$ cat src/net_params.svh
`ifndef NET_PARAMS_SVH
`define NET_PARAMS_SVH

// IP protocol numbers
`define NET_PROTO_ICMP 8'd1
`define NET_PROTO_TCP 8'd6
`define NET_PROTO_UDP 8'd17

// tcp, udp, icmp
`define NET_NUM_CHANNELS 3

// payload bytes buffered per channel
`define NET_CHAN_FIFO_DEPTH 64

// APB register map
`define NET_REG_CTRL 8'h00
`define NET_REG_DROP 8'h04
`define NET_REG_CHAN_BASE 8'h10
`define NET_REG_CHAN_STRIDE 8'h08

`endif

$ cat src/net_pkg.sv
package net_pkg;

    typedef logic [31:0] ip_addr_t;
    typedef logic [7:0]  ip_proto_t;
    typedef logic [15:0] ip_len_t;
    typedef logic [7:0]  ip_ttl_t;
    typedef logic [7:0]  byte_t;
    typedef logic [31:0] counter_t;
    typedef logic [1:0]  chan_sel_t;   // 0 tcp, 1 udp, 2 icmp
    typedef logic [2:0]  chan_mask_t;  // one bit per channel

    // the subset of the IP header carried through the switch
    typedef struct packed {
        ip_proto_t protocol;
        ip_ttl_t   ttl;
        ip_len_t   length;
        ip_addr_t  source_ip;
        ip_addr_t  dest_ip;
    } ip_hdr_t;

    typedef struct packed {
        byte_t data;
        logic  last;
    } ip_beat_t;

    typedef struct packed {
        counter_t pkt_count;
        counter_t byte_count;
    } chan_stats_t;

    typedef enum logic [1:0] {IDLE, DELIVER, ROUTE, DROP} demux_state_t;

    typedef enum logic {HDR, PAYLOAD} arb_state_t;

endpackage

$ cat src/ip_proto_demux.sv
`timescale 1ns/100ps
`include "net_params.svh"

module ip_proto_demux (
    input  logic                i_clk,
    input  logic                i_reset,
    input  net_pkg::ip_hdr_t    i_rx_hdr,
    input  logic                i_rx_hdr_valid,
    output logic                o_rx_hdr_ready,
    input  net_pkg::ip_beat_t   i_rx_beat,
    input  logic                i_rx_beat_valid,
    output logic                o_rx_beat_ready,
    input  net_pkg::chan_mask_t i_enable,
    output net_pkg::ip_hdr_t    o_chan_hdr,
    output net_pkg::chan_mask_t o_chan_hdr_valid,
    input  net_pkg::chan_mask_t i_chan_hdr_ready,
    output net_pkg::ip_beat_t   o_chan_beat,
    output net_pkg::chan_mask_t o_chan_beat_valid,
    input  net_pkg::chan_mask_t i_chan_beat_ready,
    output logic                o_drop
);

    net_pkg::demux_state_t state_q;
    net_pkg::ip_hdr_t      hdr_q;
    net_pkg::chan_sel_t    sel_q;
    net_pkg::chan_sel_t    rx_sel;
    logic                  rx_known;
    logic                  rx_drop;
    logic                  drop_q;

    // protocol number to channel
    always_comb begin
        rx_known = 1'b1;
        case (i_rx_hdr.protocol)
            `NET_PROTO_TCP:  rx_sel = 2'd0;
            `NET_PROTO_UDP:  rx_sel = 2'd1;
            `NET_PROTO_ICMP: rx_sel = 2'd2;
            default: begin
                rx_sel   = 2'd0;
                rx_known = 1'b0;
            end
        endcase
        rx_drop = !rx_known || !i_enable[rx_sel];
    end

    always_ff @(posedge i_clk) begin
        if (i_reset) begin
            state_q <= net_pkg::IDLE;
            sel_q   <= '0;
            drop_q  <= 1'b0;
        end else begin
            drop_q <= 1'b0;
            case (state_q)
                net_pkg::IDLE: begin
                    if (i_rx_hdr_valid) begin
                        sel_q   <= rx_sel;
                        drop_q  <= rx_drop;
                        state_q <= rx_drop ? net_pkg::DROP : net_pkg::DELIVER;
                    end
                end
                net_pkg::DELIVER: begin
                    if (i_chan_hdr_ready[sel_q]) state_q <= net_pkg::ROUTE;
                end
                net_pkg::ROUTE: begin
                    if (i_rx_beat_valid && i_chan_beat_ready[sel_q] && i_rx_beat.last) begin
                        state_q <= net_pkg::IDLE;
                    end
                end
                default: begin // DROP, swallow beats up to the last one
                    if (i_rx_beat_valid && i_rx_beat.last) state_q <= net_pkg::IDLE;
                end
            endcase
        end
    end

    always_ff @(posedge i_clk) begin
        if (state_q == net_pkg::IDLE && i_rx_hdr_valid) hdr_q <= i_rx_hdr;
    end

    always_comb begin
        o_chan_hdr_valid  = '0;
        o_chan_beat_valid = '0;
        o_rx_beat_ready   = 1'b0;
        case (state_q)
            net_pkg::DELIVER: o_chan_hdr_valid[sel_q] = 1'b1;
            net_pkg::ROUTE: begin
                o_chan_beat_valid[sel_q] = i_rx_beat_valid;
                o_rx_beat_ready          = i_chan_beat_ready[sel_q];
            end
            net_pkg::DROP: o_rx_beat_ready = 1'b1;
            default: ;
        endcase
    end

    assign o_rx_hdr_ready = (state_q == net_pkg::IDLE);
    assign o_chan_hdr     = hdr_q;
    assign o_chan_beat    = i_rx_beat;  // beats pass straight through
    assign o_drop         = drop_q;

endmodule

$ cat src/proto_channel.sv
`timescale 1ns/100ps
`include "net_params.svh"

module proto_channel (
    input  logic                 i_clk,
    input  logic                 i_reset,
    input  net_pkg::ip_hdr_t     i_hdr,
    input  logic                 i_hdr_valid,
    output logic                 o_hdr_ready,
    input  net_pkg::ip_beat_t    i_beat,
    input  logic                 i_beat_valid,
    output logic                 o_beat_ready,
    output net_pkg::ip_hdr_t     o_out_hdr,
    output logic                 o_out_hdr_valid,
    input  logic                 i_out_hdr_ready,
    output net_pkg::ip_beat_t    o_out_beat,
    output logic                 o_out_beat_valid,
    input  logic                 i_out_beat_ready,
    output net_pkg::chan_stats_t o_stats
);

    localparam int DEPTH = `NET_CHAN_FIFO_DEPTH;
    localparam int AW    = $clog2(DEPTH);

    net_pkg::ip_hdr_t     hdr_q;
    logic                 hdr_full_q;
    net_pkg::ip_beat_t    mem [DEPTH];
    logic [AW-1:0]        wr_ptr_q;
    logic [AW-1:0]        rd_ptr_q;
    logic [AW:0]          count_q;
    net_pkg::chan_stats_t stats_q;
    logic                 hdr_in;
    logic                 beat_in;
    logic                 beat_out;

    assign hdr_in   = i_hdr_valid && o_hdr_ready;
    assign beat_in  = i_beat_valid && o_beat_ready;
    assign beat_out = o_out_beat_valid && i_out_beat_ready;

    // one-entry header slot
    always_ff @(posedge i_clk) begin
        if (i_reset) begin
            hdr_full_q <= 1'b0;
        end else if (hdr_in) begin
            hdr_full_q <= 1'b1;
        end else if (i_out_hdr_ready) begin
            hdr_full_q <= 1'b0;
        end
    end

    always_ff @(posedge i_clk) begin
        if (hdr_in) hdr_q <= i_hdr;
        if (beat_in) mem[wr_ptr_q] <= i_beat;
    end

    always_ff @(posedge i_clk) begin
        if (i_reset) begin
            wr_ptr_q <= '0;
            rd_ptr_q <= '0;
            count_q  <= '0;
            stats_q  <= '0;
        end else begin
            if (beat_in) wr_ptr_q <= (wr_ptr_q == AW'(DEPTH - 1)) ? '0 : wr_ptr_q + 1'b1;
            if (beat_out) rd_ptr_q <= (rd_ptr_q == AW'(DEPTH - 1)) ? '0 : rd_ptr_q + 1'b1;
            count_q <= count_q + (AW + 1)'(beat_in) - (AW + 1)'(beat_out);
            if (hdr_in) stats_q.pkt_count <= stats_q.pkt_count + 1'b1;
            if (beat_in) stats_q.byte_count <= stats_q.byte_count + 1'b1;
        end
    end

    assign o_hdr_ready      = !hdr_full_q;
    assign o_beat_ready     = (count_q != (AW + 1)'(DEPTH));  // full fifo stalls the demux
    assign o_out_hdr        = hdr_q;
    assign o_out_hdr_valid  = hdr_full_q;
    assign o_out_beat       = mem[rd_ptr_q];
    assign o_out_beat_valid = (count_q != '0);
    assign o_stats          = stats_q;

endmodule

$ cat src/ip_tx_arbiter.sv
`timescale 1ns/100ps
`include "net_params.svh"

module ip_tx_arbiter (
    input  logic                i_clk,
    input  logic                i_reset,
    input  net_pkg::ip_hdr_t    i_chan_hdr [`NET_NUM_CHANNELS],
    input  net_pkg::chan_mask_t i_chan_hdr_valid,
    output net_pkg::chan_mask_t o_chan_hdr_ready,
    input  net_pkg::ip_beat_t   i_chan_beat [`NET_NUM_CHANNELS],
    input  net_pkg::chan_mask_t i_chan_beat_valid,
    output net_pkg::chan_mask_t o_chan_beat_ready,
    output net_pkg::ip_hdr_t    o_tx_hdr,
    output logic                o_tx_hdr_valid,
    input  logic                i_tx_hdr_ready,
    output net_pkg::ip_beat_t   o_tx_beat,
    output logic                o_tx_beat_valid,
    input  logic                i_tx_beat_ready
);

    net_pkg::arb_state_t state_q;
    net_pkg::chan_sel_t  grant_q;    // also the round-robin pointer
    logic                granted_q;
    net_pkg::chan_sel_t  pick;
    logic                pick_vld;

    // nearest pending channel after the last grant, scanned far to near
    always_comb begin
        int idx;
        pick     = grant_q;
        pick_vld = 1'b0;
        for (int i = `NET_NUM_CHANNELS; i >= 1; i--) begin
            idx = (int'(grant_q) + i) % `NET_NUM_CHANNELS;
            if (i_chan_hdr_valid[idx]) begin
                pick     = net_pkg::chan_sel_t'(idx);
                pick_vld = 1'b1;
            end
        end
    end

    always_ff @(posedge i_clk) begin
        if (i_reset) begin
            state_q   <= net_pkg::HDR;
            grant_q   <= net_pkg::chan_sel_t'(`NET_NUM_CHANNELS - 1);
            granted_q <= 1'b0;
        end else begin
            case (state_q)
                net_pkg::HDR: begin
                    if (!granted_q) begin
                        if (pick_vld) begin
                            grant_q   <= pick;
                            granted_q <= 1'b1;
                        end
                    end else if (o_tx_hdr_valid && i_tx_hdr_ready) begin
                        state_q <= net_pkg::PAYLOAD;
                    end
                end
                default: begin
                    if (o_tx_beat_valid && i_tx_beat_ready && o_tx_beat.last) begin
                        state_q   <= net_pkg::HDR;
                        granted_q <= 1'b0;
                    end
                end
            endcase
        end
    end

    assign o_tx_hdr        = i_chan_hdr[grant_q];
    assign o_tx_hdr_valid  = (state_q == net_pkg::HDR) && granted_q && i_chan_hdr_valid[grant_q];
    assign o_tx_beat       = i_chan_beat[grant_q];
    assign o_tx_beat_valid = (state_q == net_pkg::PAYLOAD) && i_chan_beat_valid[grant_q];

    always_comb begin
        o_chan_hdr_ready           = '0;
        o_chan_beat_ready          = '0;
        o_chan_hdr_ready[grant_q]  = (state_q == net_pkg::HDR) && granted_q && i_tx_hdr_ready;
        o_chan_beat_ready[grant_q] = (state_q == net_pkg::PAYLOAD) && i_tx_beat_ready;
    end

endmodule

$ cat src/net_regfile.sv
`timescale 1ns/100ps
`include "net_params.svh"

module net_regfile (
    input  logic                 i_clk,
    input  logic                 i_reset,
    input  logic                 i_psel,
    input  logic                 i_penable,
    input  logic                 i_pwrite,
    input  logic [7:0]           i_paddr,
    input  logic [31:0]          i_pwdata,
    output logic [31:0]          o_prdata,
    output logic                 o_pready,
    output logic                 o_pslverr,
    input  net_pkg::chan_stats_t i_stats [`NET_NUM_CHANNELS],
    input  logic                 i_drop,
    output net_pkg::chan_mask_t  o_enable
);

    net_pkg::chan_mask_t ctrl_q;
    net_pkg::counter_t   drop_cnt_q;
    logic                access;
    logic                mapped;
    logic [7:0]          pkt_addr;

    assign access = i_psel && i_penable;

    always_ff @(posedge i_clk) begin
        if (i_reset) begin
            ctrl_q     <= '1;  // all channels enabled
            drop_cnt_q <= '0;
        end else begin
            if (access && i_pwrite && i_paddr == `NET_REG_CTRL) ctrl_q <= i_pwdata[2:0];
            if (i_drop) drop_cnt_q <= drop_cnt_q + 1'b1;
        end
    end

    // read mux and address decode, writes to counters are dropped
    always_comb begin
        o_prdata = '0;
        mapped   = 1'b0;
        pkt_addr = '0;
        if (i_paddr == `NET_REG_CTRL) begin
            o_prdata = {29'b0, ctrl_q};
            mapped   = 1'b1;
        end else if (i_paddr == `NET_REG_DROP) begin
            o_prdata = drop_cnt_q;
            mapped   = 1'b1;
        end
        for (int n = 0; n < `NET_NUM_CHANNELS; n++) begin
            pkt_addr = 8'(`NET_REG_CHAN_BASE + `NET_REG_CHAN_STRIDE * n);
            if (i_paddr == pkt_addr) begin
                o_prdata = i_stats[n].pkt_count;
                mapped   = 1'b1;
            end else if (i_paddr == pkt_addr + 8'd4) begin
                o_prdata = i_stats[n].byte_count;
                mapped   = 1'b1;
            end
        end
    end

    assign o_pready  = access;  // no wait states
    assign o_pslverr = access && !mapped;
    assign o_enable  = ctrl_q;

endmodule

$ cat src/network_processor.sv
`timescale 1ns/100ps
`include "net_params.svh"

module network_processor (
    input  logic              i_clk,
    input  logic              i_reset,

    input  net_pkg::ip_hdr_t  i_rx_hdr,
    input  logic              i_rx_hdr_valid,
    output logic              o_rx_hdr_ready,
    input  net_pkg::ip_beat_t i_rx_beat,
    input  logic              i_rx_beat_valid,
    output logic              o_rx_beat_ready,

    output net_pkg::ip_hdr_t  o_tx_hdr,
    output logic              o_tx_hdr_valid,
    input  logic              i_tx_hdr_ready,
    output net_pkg::ip_beat_t o_tx_beat,
    output logic              o_tx_beat_valid,
    input  logic              i_tx_beat_ready,

    input  logic              i_psel,
    input  logic              i_penable,
    input  logic              i_pwrite,
    input  logic [7:0]        i_paddr,
    input  logic [31:0]       i_pwdata,
    output logic [31:0]       o_prdata,
    output logic              o_pready,
    output logic              o_pslverr
);

    // demux to channels
    net_pkg::ip_hdr_t     dmx_hdr;
    net_pkg::chan_mask_t  dmx_hdr_valid;
    net_pkg::chan_mask_t  dmx_hdr_ready;
    net_pkg::ip_beat_t    dmx_beat;
    net_pkg::chan_mask_t  dmx_beat_valid;
    net_pkg::chan_mask_t  dmx_beat_ready;

    // channels to arbiter
    net_pkg::ip_hdr_t     arb_hdr [`NET_NUM_CHANNELS];
    net_pkg::chan_mask_t  arb_hdr_valid;
    net_pkg::chan_mask_t  arb_hdr_ready;
    net_pkg::ip_beat_t    arb_beat [`NET_NUM_CHANNELS];
    net_pkg::chan_mask_t  arb_beat_valid;
    net_pkg::chan_mask_t  arb_beat_ready;

    net_pkg::chan_stats_t chan_stats [`NET_NUM_CHANNELS];
    net_pkg::chan_mask_t  enable;
    logic                 drop;

    ip_proto_demux u_ip_proto_demux (
        .i_clk             (i_clk),
        .i_reset           (i_reset),
        .i_rx_hdr          (i_rx_hdr),
        .i_rx_hdr_valid    (i_rx_hdr_valid),
        .o_rx_hdr_ready    (o_rx_hdr_ready),
        .i_rx_beat         (i_rx_beat),
        .i_rx_beat_valid   (i_rx_beat_valid),
        .o_rx_beat_ready   (o_rx_beat_ready),
        .i_enable          (enable),
        .o_chan_hdr        (dmx_hdr),
        .o_chan_hdr_valid  (dmx_hdr_valid),
        .i_chan_hdr_ready  (dmx_hdr_ready),
        .o_chan_beat       (dmx_beat),
        .o_chan_beat_valid (dmx_beat_valid),
        .i_chan_beat_ready (dmx_beat_ready),
        .o_drop            (drop)
    );

    for (genvar n = 0; n < `NET_NUM_CHANNELS; n++) begin : g_chan
        proto_channel u_proto_channel (
            .i_clk            (i_clk),
            .i_reset          (i_reset),
            .i_hdr            (dmx_hdr),
            .i_hdr_valid      (dmx_hdr_valid[n]),
            .o_hdr_ready      (dmx_hdr_ready[n]),
            .i_beat           (dmx_beat),
            .i_beat_valid     (dmx_beat_valid[n]),
            .o_beat_ready     (dmx_beat_ready[n]),
            .o_out_hdr        (arb_hdr[n]),
            .o_out_hdr_valid  (arb_hdr_valid[n]),
            .i_out_hdr_ready  (arb_hdr_ready[n]),
            .o_out_beat       (arb_beat[n]),
            .o_out_beat_valid (arb_beat_valid[n]),
            .i_out_beat_ready (arb_beat_ready[n]),
            .o_stats          (chan_stats[n])
        );
    end

    ip_tx_arbiter u_ip_tx_arbiter (
        .i_clk             (i_clk),
        .i_reset           (i_reset),
        .i_chan_hdr        (arb_hdr),
        .i_chan_hdr_valid  (arb_hdr_valid),
        .o_chan_hdr_ready  (arb_hdr_ready),
        .i_chan_beat       (arb_beat),
        .i_chan_beat_valid (arb_beat_valid),
        .o_chan_beat_ready (arb_beat_ready),
        .o_tx_hdr          (o_tx_hdr),
        .o_tx_hdr_valid    (o_tx_hdr_valid),
        .i_tx_hdr_ready    (i_tx_hdr_ready),
        .o_tx_beat         (o_tx_beat),
        .o_tx_beat_valid   (o_tx_beat_valid),
        .i_tx_beat_ready   (i_tx_beat_ready)
    );

    net_regfile u_net_regfile (
        .i_clk     (i_clk),
        .i_reset   (i_reset),
        .i_psel    (i_psel),
        .i_penable (i_penable),
        .i_pwrite  (i_pwrite),
        .i_paddr   (i_paddr),
        .i_pwdata  (i_pwdata),
        .o_prdata  (o_prdata),
        .o_pready  (o_pready),
        .o_pslverr (o_pslverr),
        .i_stats   (chan_stats),
        .i_drop    (drop),
        .o_enable  (enable)
    );

endmodule

$ cat config.mk
export PLATFORM = sky130hd
export DESIGN_NAME = network_processor
export DESIGN_NICKNAME = d
export VERILOG_FILES = /design/src/net_pkg.sv /design/src/ip_proto_demux.sv /design/src/proto_channel.sv /design/src/ip_tx_arbiter.sv /design/src/net_regfile.sv /design/src/network_processor.sv
export VERILOG_INCLUDE_DIRS = /design/src
export SDC_FILE = /design/constraint.sdc
export NUM_CORES = 2
export LEC_CHECK = 0
export BUFFER_PORTS_ARGS = -buffer_cell sky130_fd_sc_hd__buf_4
export CAP_MARGIN = 10
export CORE_MARGIN = 8
export CORE_UTILIZATION = 40
export CTS_BUF_LIST = sky130_fd_sc_hd__clkbuf_8
export CTS_CLUSTER_DIAMETER = 80
export DETAILED_ROUTE_END_ITERATION = 8
export GPL_TIMING_DRIVEN = 0
export PLACE_DENSITY = 0.59
export SYNTH_ARGS = -nofsm -noshare
export SYNTH_HDL_FRONTEND = slang
export SYNTH_SLANG_ARGS = --single-unit
$ cat constraint.sdc
create_clock -name i_clk -period 7.1 [get_ports i_clk]
set_input_delay 0.71 -clock i_clk [delete_from_list [all_inputs] [get_ports i_clk]]
set_output_delay 0.71 -clock i_clk [all_outputs]
set_load 0.005 [all_outputs]
=== Word-level counts from Yosys, hierarchy flattened ===
Memory sizes are Yosys's and may differ from the RTL's. A register that Yosys moved wholly into a read port is not among the register bits.
Cells that the tools add are included.

* Flip-flop bits (word level): 680
* Latch bits: 0
* Bits in writable memories: 1,728
* Memory bits (read-only): 0
* Output and inout port bits: 143
* Memories kept: 3

{| class="wikitable"
|+ Memory list
! name !! words !! width !! rd ports !! clocked after Yosys merged registers in !! write ports !! line !! text
|-
| g_chan[0].u_proto_channel.mem || 64 || 9 || 1 || 1 || 1 || proto_channel.sv:27 || <nowiki>net_pkg::ip_beat_t mem [DEPTH];</nowiki>
|-
| g_chan[1].u_proto_channel.mem || 64 || 9 || 1 || 1 || 1 || proto_channel.sv:27 ||
|-
| g_chan[2].u_proto_channel.mem || 64 || 9 || 1 || 1 || 1 || proto_channel.sv:27 ||
|}

* Add/sub/neg operators: 22
* Multiply operators: 0
* Div/mod/pow operators: 3
* Magnitude comparators: 9
* Equality and inequality tests: 26
* Shifts and indexed selects: 0
* Multiplexer cells: 94
* Bitwise operators: 8
* Reductions and logical operators: 49

{| class="wikitable"
|+ Operator list
! operator !! number
|-
| $mux 32 || 8
|-
| $add 32x1->32 const B || 7
|-
| $bmux 96 s2 || 1
|-
| $mux 96 || 2
|-
| $lt 32x4->1 const B || 3
|-
| $mod 32x3->32 const B || 3
|-
| $mux 6 || 12
|-
| $mux 1 || 45
|-
| $eq 8x5->1 const B || 5
|-
| $add 6x1->6 const B || 6
|-
| $eq 6x6->1 const B || 6
|-
| $logic_and 1x1->1 || 27
|-
| $add 7x1->7 || 3
|-
| $ne 7x7->1 const B || 3
|-
| $reduce_bool 7->1 || 3
|-
| $sub 7x1->7 || 3
|-
| $bmux 9 s2 || 1
|-
| $mux 9 || 2
|-
| $bmux 1 s2 || 8
|-
| $eq 8x3->1 const B || 2
|-
| $eq 8x6->1 const B || 2
|-
| $mux 2 || 8
|-
| $and 3x3->3 || 3
|-
| $lt 2x3->1 const B || 3
|-
| 26 further kinds || 45
|}

=== Logic depth before layout (Yosys ltp) ===
* Word-level depth: 11
* Gate-level depth with buffers: 17
* Gate-level depth less buffers: 16

=== Modules after synthesis ===
A second synthesis with hierarchy kept.

* Cells, all modules: 5,792
* Area, all modules: 97,238.3 sq um

{| class="wikitable"
|+ By module, submodules not included
! module !! times used !! cells an instance !! area each (sq um) !! sequential area each (sq um)
|-
| proto_channel (g_chan[0].u_proto_channel ...) || 2 || 1,562 || 29,042.9 || 21,981.1
|-
| proto_channel (g_chan[2].u_proto_channel) || 1 || 1,615 || 29,394.4 || 21,981.1
|-
| net_regfile || 1 || 474 || 3,682.3 || 700.7
|-
| ip_proto_demux || 1 || 165 || 3,444.6 || 2,982.9
|-
| ip_tx_arbiter || 1 || 414 || 2,631.3 || 80.1
|}

=== Worst setup path after synthesis ===
OpenSTA, ideal clock, no wires.

* Path kind: register -> register
* From: register u_ip_proto_demux.state_q[1]
* To: register g_chan[1].u_proto_channel.stats_q (netlist bit g_chan[1].u_proto_channel.o_stats[38])
* Setup time: 0.070 ns
* Arrival time: 5.866 ns
* Required time: 7.030 ns
* Slack: 1.164 ns
* Stages on the path, launching flop included: 6
* Path buffers: 0
* Period minus slack after synthesis: 5.936 ns
* Cell sequence: dfxtp_1 > nand4bb_1 > nor2_1 > nand3_1 > or3_1 > a21oi_1

* Word-level cells in the longest chain between the ends: 3

{| class="wikitable"
|+ RTL lines
! element !! line !! text
|-
| from (decl) || ip_proto_demux.sv:23 || <nowiki>net_pkg::demux_state_t state_q;</nowiki>
|-
| from (signal assigned) || ip_proto_demux.sv:48 || <nowiki>state_q <= net_pkg::IDLE;</nowiki>
|-
| from (signal assigned) || ip_proto_demux.sv:58 || <nowiki>state_q <= rx_drop ? net_pkg::DROP : net_pkg::DELIVER;</nowiki>
|-
| from (signal assigned) || ip_proto_demux.sv:62 || <nowiki>if (i_chan_hdr_ready[sel_q]) state_q <= net_pkg::ROUTE;</nowiki>
|-
| $eq 2x1->1 || ip_proto_demux.sv:84 || <nowiki>case (state_q)</nowiki>
|-
| $mux 3 || ip_proto_demux.sv:84 ||
|-
| $logic_and 1x1->1 || proto_channel.sv:36 || <nowiki>assign hdr_in = i_hdr_valid && o_hdr_ready;</nowiki>
|-
| net g_chan[1].u_proto_channel.hdr_in || proto_channel.sv:32 || <nowiki>logic hdr_in;</nowiki>
|-
| to (decl) || proto_channel.sv:31 || <nowiki>net_pkg::chan_stats_t stats_q;</nowiki>
|}

The timed path passes the listed nets, and every way through them passes these cells.
A chain may end at the register's enable or synchronous reset.

==> metrics.yaml <==
floorplan:
  initial_core_util: 0.402
  die_height_microns: 505
  fp.dieW_microns: 505
  fp-row-count: 179
  fp.coreArea_sq_mm: 0.238
  io_pins: 297
  dieArea_sq_mm: 0.255
clock_tree:
  cts_num_sinks: 2426
  clockRootBuffer: "clkbuf_8"
  ctsHtreeMaxLevel: 5
  clockBufferDepth: 4
  clk_latency_ps: 1090
  cts_buffers: 409
  cts_tree: "done"
  clk_pin_slew_ps: 70
grt:
  grt_use_total: 0.197
  first_global_vias: 54783
  grt_max_degree: 149
  grt_pass1_wl_microns: 373000
  grt_overflow: 0
  antenna_found_initial: 8
critical_path:
  critPathKind: "flip-flop to primary output"
  cp-start-kind: "flip-flop"
  crit_path_end_kind: "primary output"
  arrival_ps: 6290
  rrSetupSlack_ps: 2270
  crit_top_cell: "buf_2"
  path_max_fanout: 10
  path_cells: "buf_2, buf_2, buf_2, buf_1, mux4_2, a22oi_1, a21oi_1, o311ai_0, o221ai_1, buf_4"
  critPathSlowestCell: "o311ai_0"
  cpPeakStageDelay_ps: 1070
  cp.required_ps: 6390
cells_and_area:
  fill_cells: 20455
  final_layout_size_suffix_gt1_frac: 0.206
  final_cells: 9833
  final_common_cell: "edfxtp_1"
  fin_util: 0.466
  nets: 6550
  area_delta_synth_final_pct: 15.9
  final_cell_mix: "edfxtp_1, nor2_1, mux4_2"
  postLayoutCellArea_sq_mm: 0.111
route:
  wirelength_microns: 259000
  vias: 54454
  drtIter0Drc: 5724
  firstDrtPassIters: 9
  vias_per_cell: 5.54
  wl_per_cell_microns: 26.3
  ant_nets: 0
  drc: 3
logic_synthesis:
  ys_warn_count: 0
  synthCells: 5539
  yosysUniqueCellTypes: 86
  synth_top_flop_cell: "edfxtp_1"
  synth_edf_count: 2112
  yosysSeqAreaShare: 0.729
  async_flop_share: 0
  avgSynthCellArea_sq_um: 17.3
  synth_seq_cells: 2426
  syn_area_sq_mm: 0.0957
  syn_nets: 5739
placement:
  hpwl_microns: 171000
  routabilityCongestion: 0.859
  port_buffers: 266
  dp.cells: 8999
  placed_cell_area_sq_mm: 0.102
timing:
  finalMaxSlewViolations: 0
  rsz0062_at_grt: "no"
  period_minus_slack_ps: 7000
  maxClockFrequency_ghz: 0.143
  hold_violations: 0
  setup_tns_ps: 0
  slew_headroom: 0.100
  finalClockSkew_ps: 82.1
  finalSetupViolations: 0
  worst_slew_pin_slew_ps: 1350
  fin_crit_sh: 0.985
pwr:
  p_per_area_mw_per_mm2: 258
  total_power_mw: 28.6
  p_leak_nw: 35.2
  peakVddDrop_v: 0.000163
worst_hold_path:
  hp-class: "input pin to flip-flop"
run:
  maxCapViolCount: 0
outcome:
  outcome: "complete, but fails checks"
  failed_checks: "DRC"
[worst max-delay path: cells and delay by family, from the launching register on]
kind | cells | cell delay [ps]
buffers and inverters | 5 | 2270
AO/OA/AOI/OAI | 4 | 2150
multiplexers | 1 | 450
flip-flops | 1 | 300
[routing by layer]
metal	wire length, microns	up-vias	part of all wire	GRT usage
met3	18900	460	0.073	0.0375
met2	122000	2264	0.47	0.315
met1	108000	28111	0.42	0.269
li1	-	23619	-	-
met5	0	-	0	0
met4	9540	0	0.037	0.0731
[path summary, 6_finish.rpt]
| path | startpoint | to | depth (start not counted) |
|---|---|---|---|
| max | flip-flop | o_tx_beat[2] | 10 |
| min | i_rx_hdr_valid | u_ip_proto_demux.o_drop | 3 |
| max reg2reg | u_ip_proto_demux.sel_q[1] | g_chan[1].u_proto_channel.mem[46][0] | 7 |
| min reg2reg | u_ip_proto_demux.o_chan_hdr[92] | g_chan[1].u_proto_channel.o_out_hdr[92] | 0 |
[synthesized netlist by cell type (31+ instances only)]
library cell / count / share of area
edfxtp_1: 2112 / 0.66
nor2_1: 519 / 0.020
mux4_2: 461 / 0.11
dfxtp_1: 314 / 0.066
nand2_1: 235 / 0.0092
clkbuf_1: 187 / 0.0073
o21ai_0: 164 / 0.0086
a21oi_1: 145 / 0.0076
mux2i_1: 127 / 0.013
a22oi_1: 123 / 0.0097
xnor2_1: 112 / 0.010
xor2_1: 107 / 0.0098
nand3_1: 97 / 0.0051
inv_1: 77 / 0.0030
nor3_1: 72 / 0.0038
nand4_1: 60 / 0.0039
buf_2: 53 / 0.0028
or3_1: 50 / 0.0033
buf_1: 45 / 0.0018
ha_1: 43 / 0.0056
and3_1: 41 / 0.0027
nor2b_1: 31 / 0.0020
[final cells by class]
class	count	area, sq um	area share
antenna	8	20.0	0.000181
buffer	298	1290	0.0116
clock buffer	429	5900	0.0533
clock inverter	290	1620	0.0146
inverter	79	302	0.00272
multi-input combinational	2736	24400	0.220
sequential	2426	69700	0.629
tap	3167	3960	0.0357
timing repair buffer	400	3680	0.0332
[report_power, final]
part | total (mW) | switching, mW | leakage [nW] | internal (mW)
combinational | 1.12 | 0.759 | 9.28 | 0.362
sequential | 15.8 | 0.0794 | 21.6 | 15.7
clock | 11.7 | 5.51 | 4.35 | 6.14
total | 28.6 | 6.35 | 35.2 | 22.2
[metrics by stage]
stage / hold WS [ps] / setup WS (ps)
finish: 151 / 104
CTS: 21.5 / 21.4
detailed placement: 455 / 1290
global route: 87.7 / 29.1
floorplan: 440 / 1160
global placement: 441 / -3850
[flip-flops by register name (all words and copies together) (netlist names), named ones only]
name	flops
u_ip_tx_arbiter.granted_q	1
u_ip_proto_demux.sel_q	2
u_net_regfile.drop_cnt_q	32
g_chan.u_proto_channel.mem	1728
u_ip_tx_arbiter.grant_q	2
g_chan.u_proto_channel.rd_ptr_q	18
u_ip_proto_demux.o_chan_hdr	96
u_ip_tx_arbiter.state_q	1
g_chan.u_proto_channel.wr_ptr_q	18
u_ip_proto_demux.o_drop	1
g_chan.u_proto_channel.o_stats	192
u_net_regfile.o_enable	3
u_ip_proto_demux.state_q	2
g_chan.u_proto_channel.o_out_hdr_valid	3
g_chan.u_proto_channel.count_q	21
g_chan.u_proto_channel.o_out_hdr	288
[timing repair]
item | 4_1_cts | 5_1_grt
hold buffers | 103 | 0
endpoints found under the hold margin | 212 | 0
gates resized for setup | 0 | 0
setup buffers | 0 | 0
endpoints found under the setup margin | 0 | 0
[cells by family after synthesis]
logic type / synth area share
flip-flops: 0.729
buffers and inverters: 0.0164
adder cells (fa/ha/maj): 0.00625
XOR/XNOR: 0.0201
AO/OA/AOI/OAI: 0.0438
multiplexers: 0.123
AND/OR/NAND/NOR: 0.0618
No activity file was read; power rests on OpenSTA's default activity.
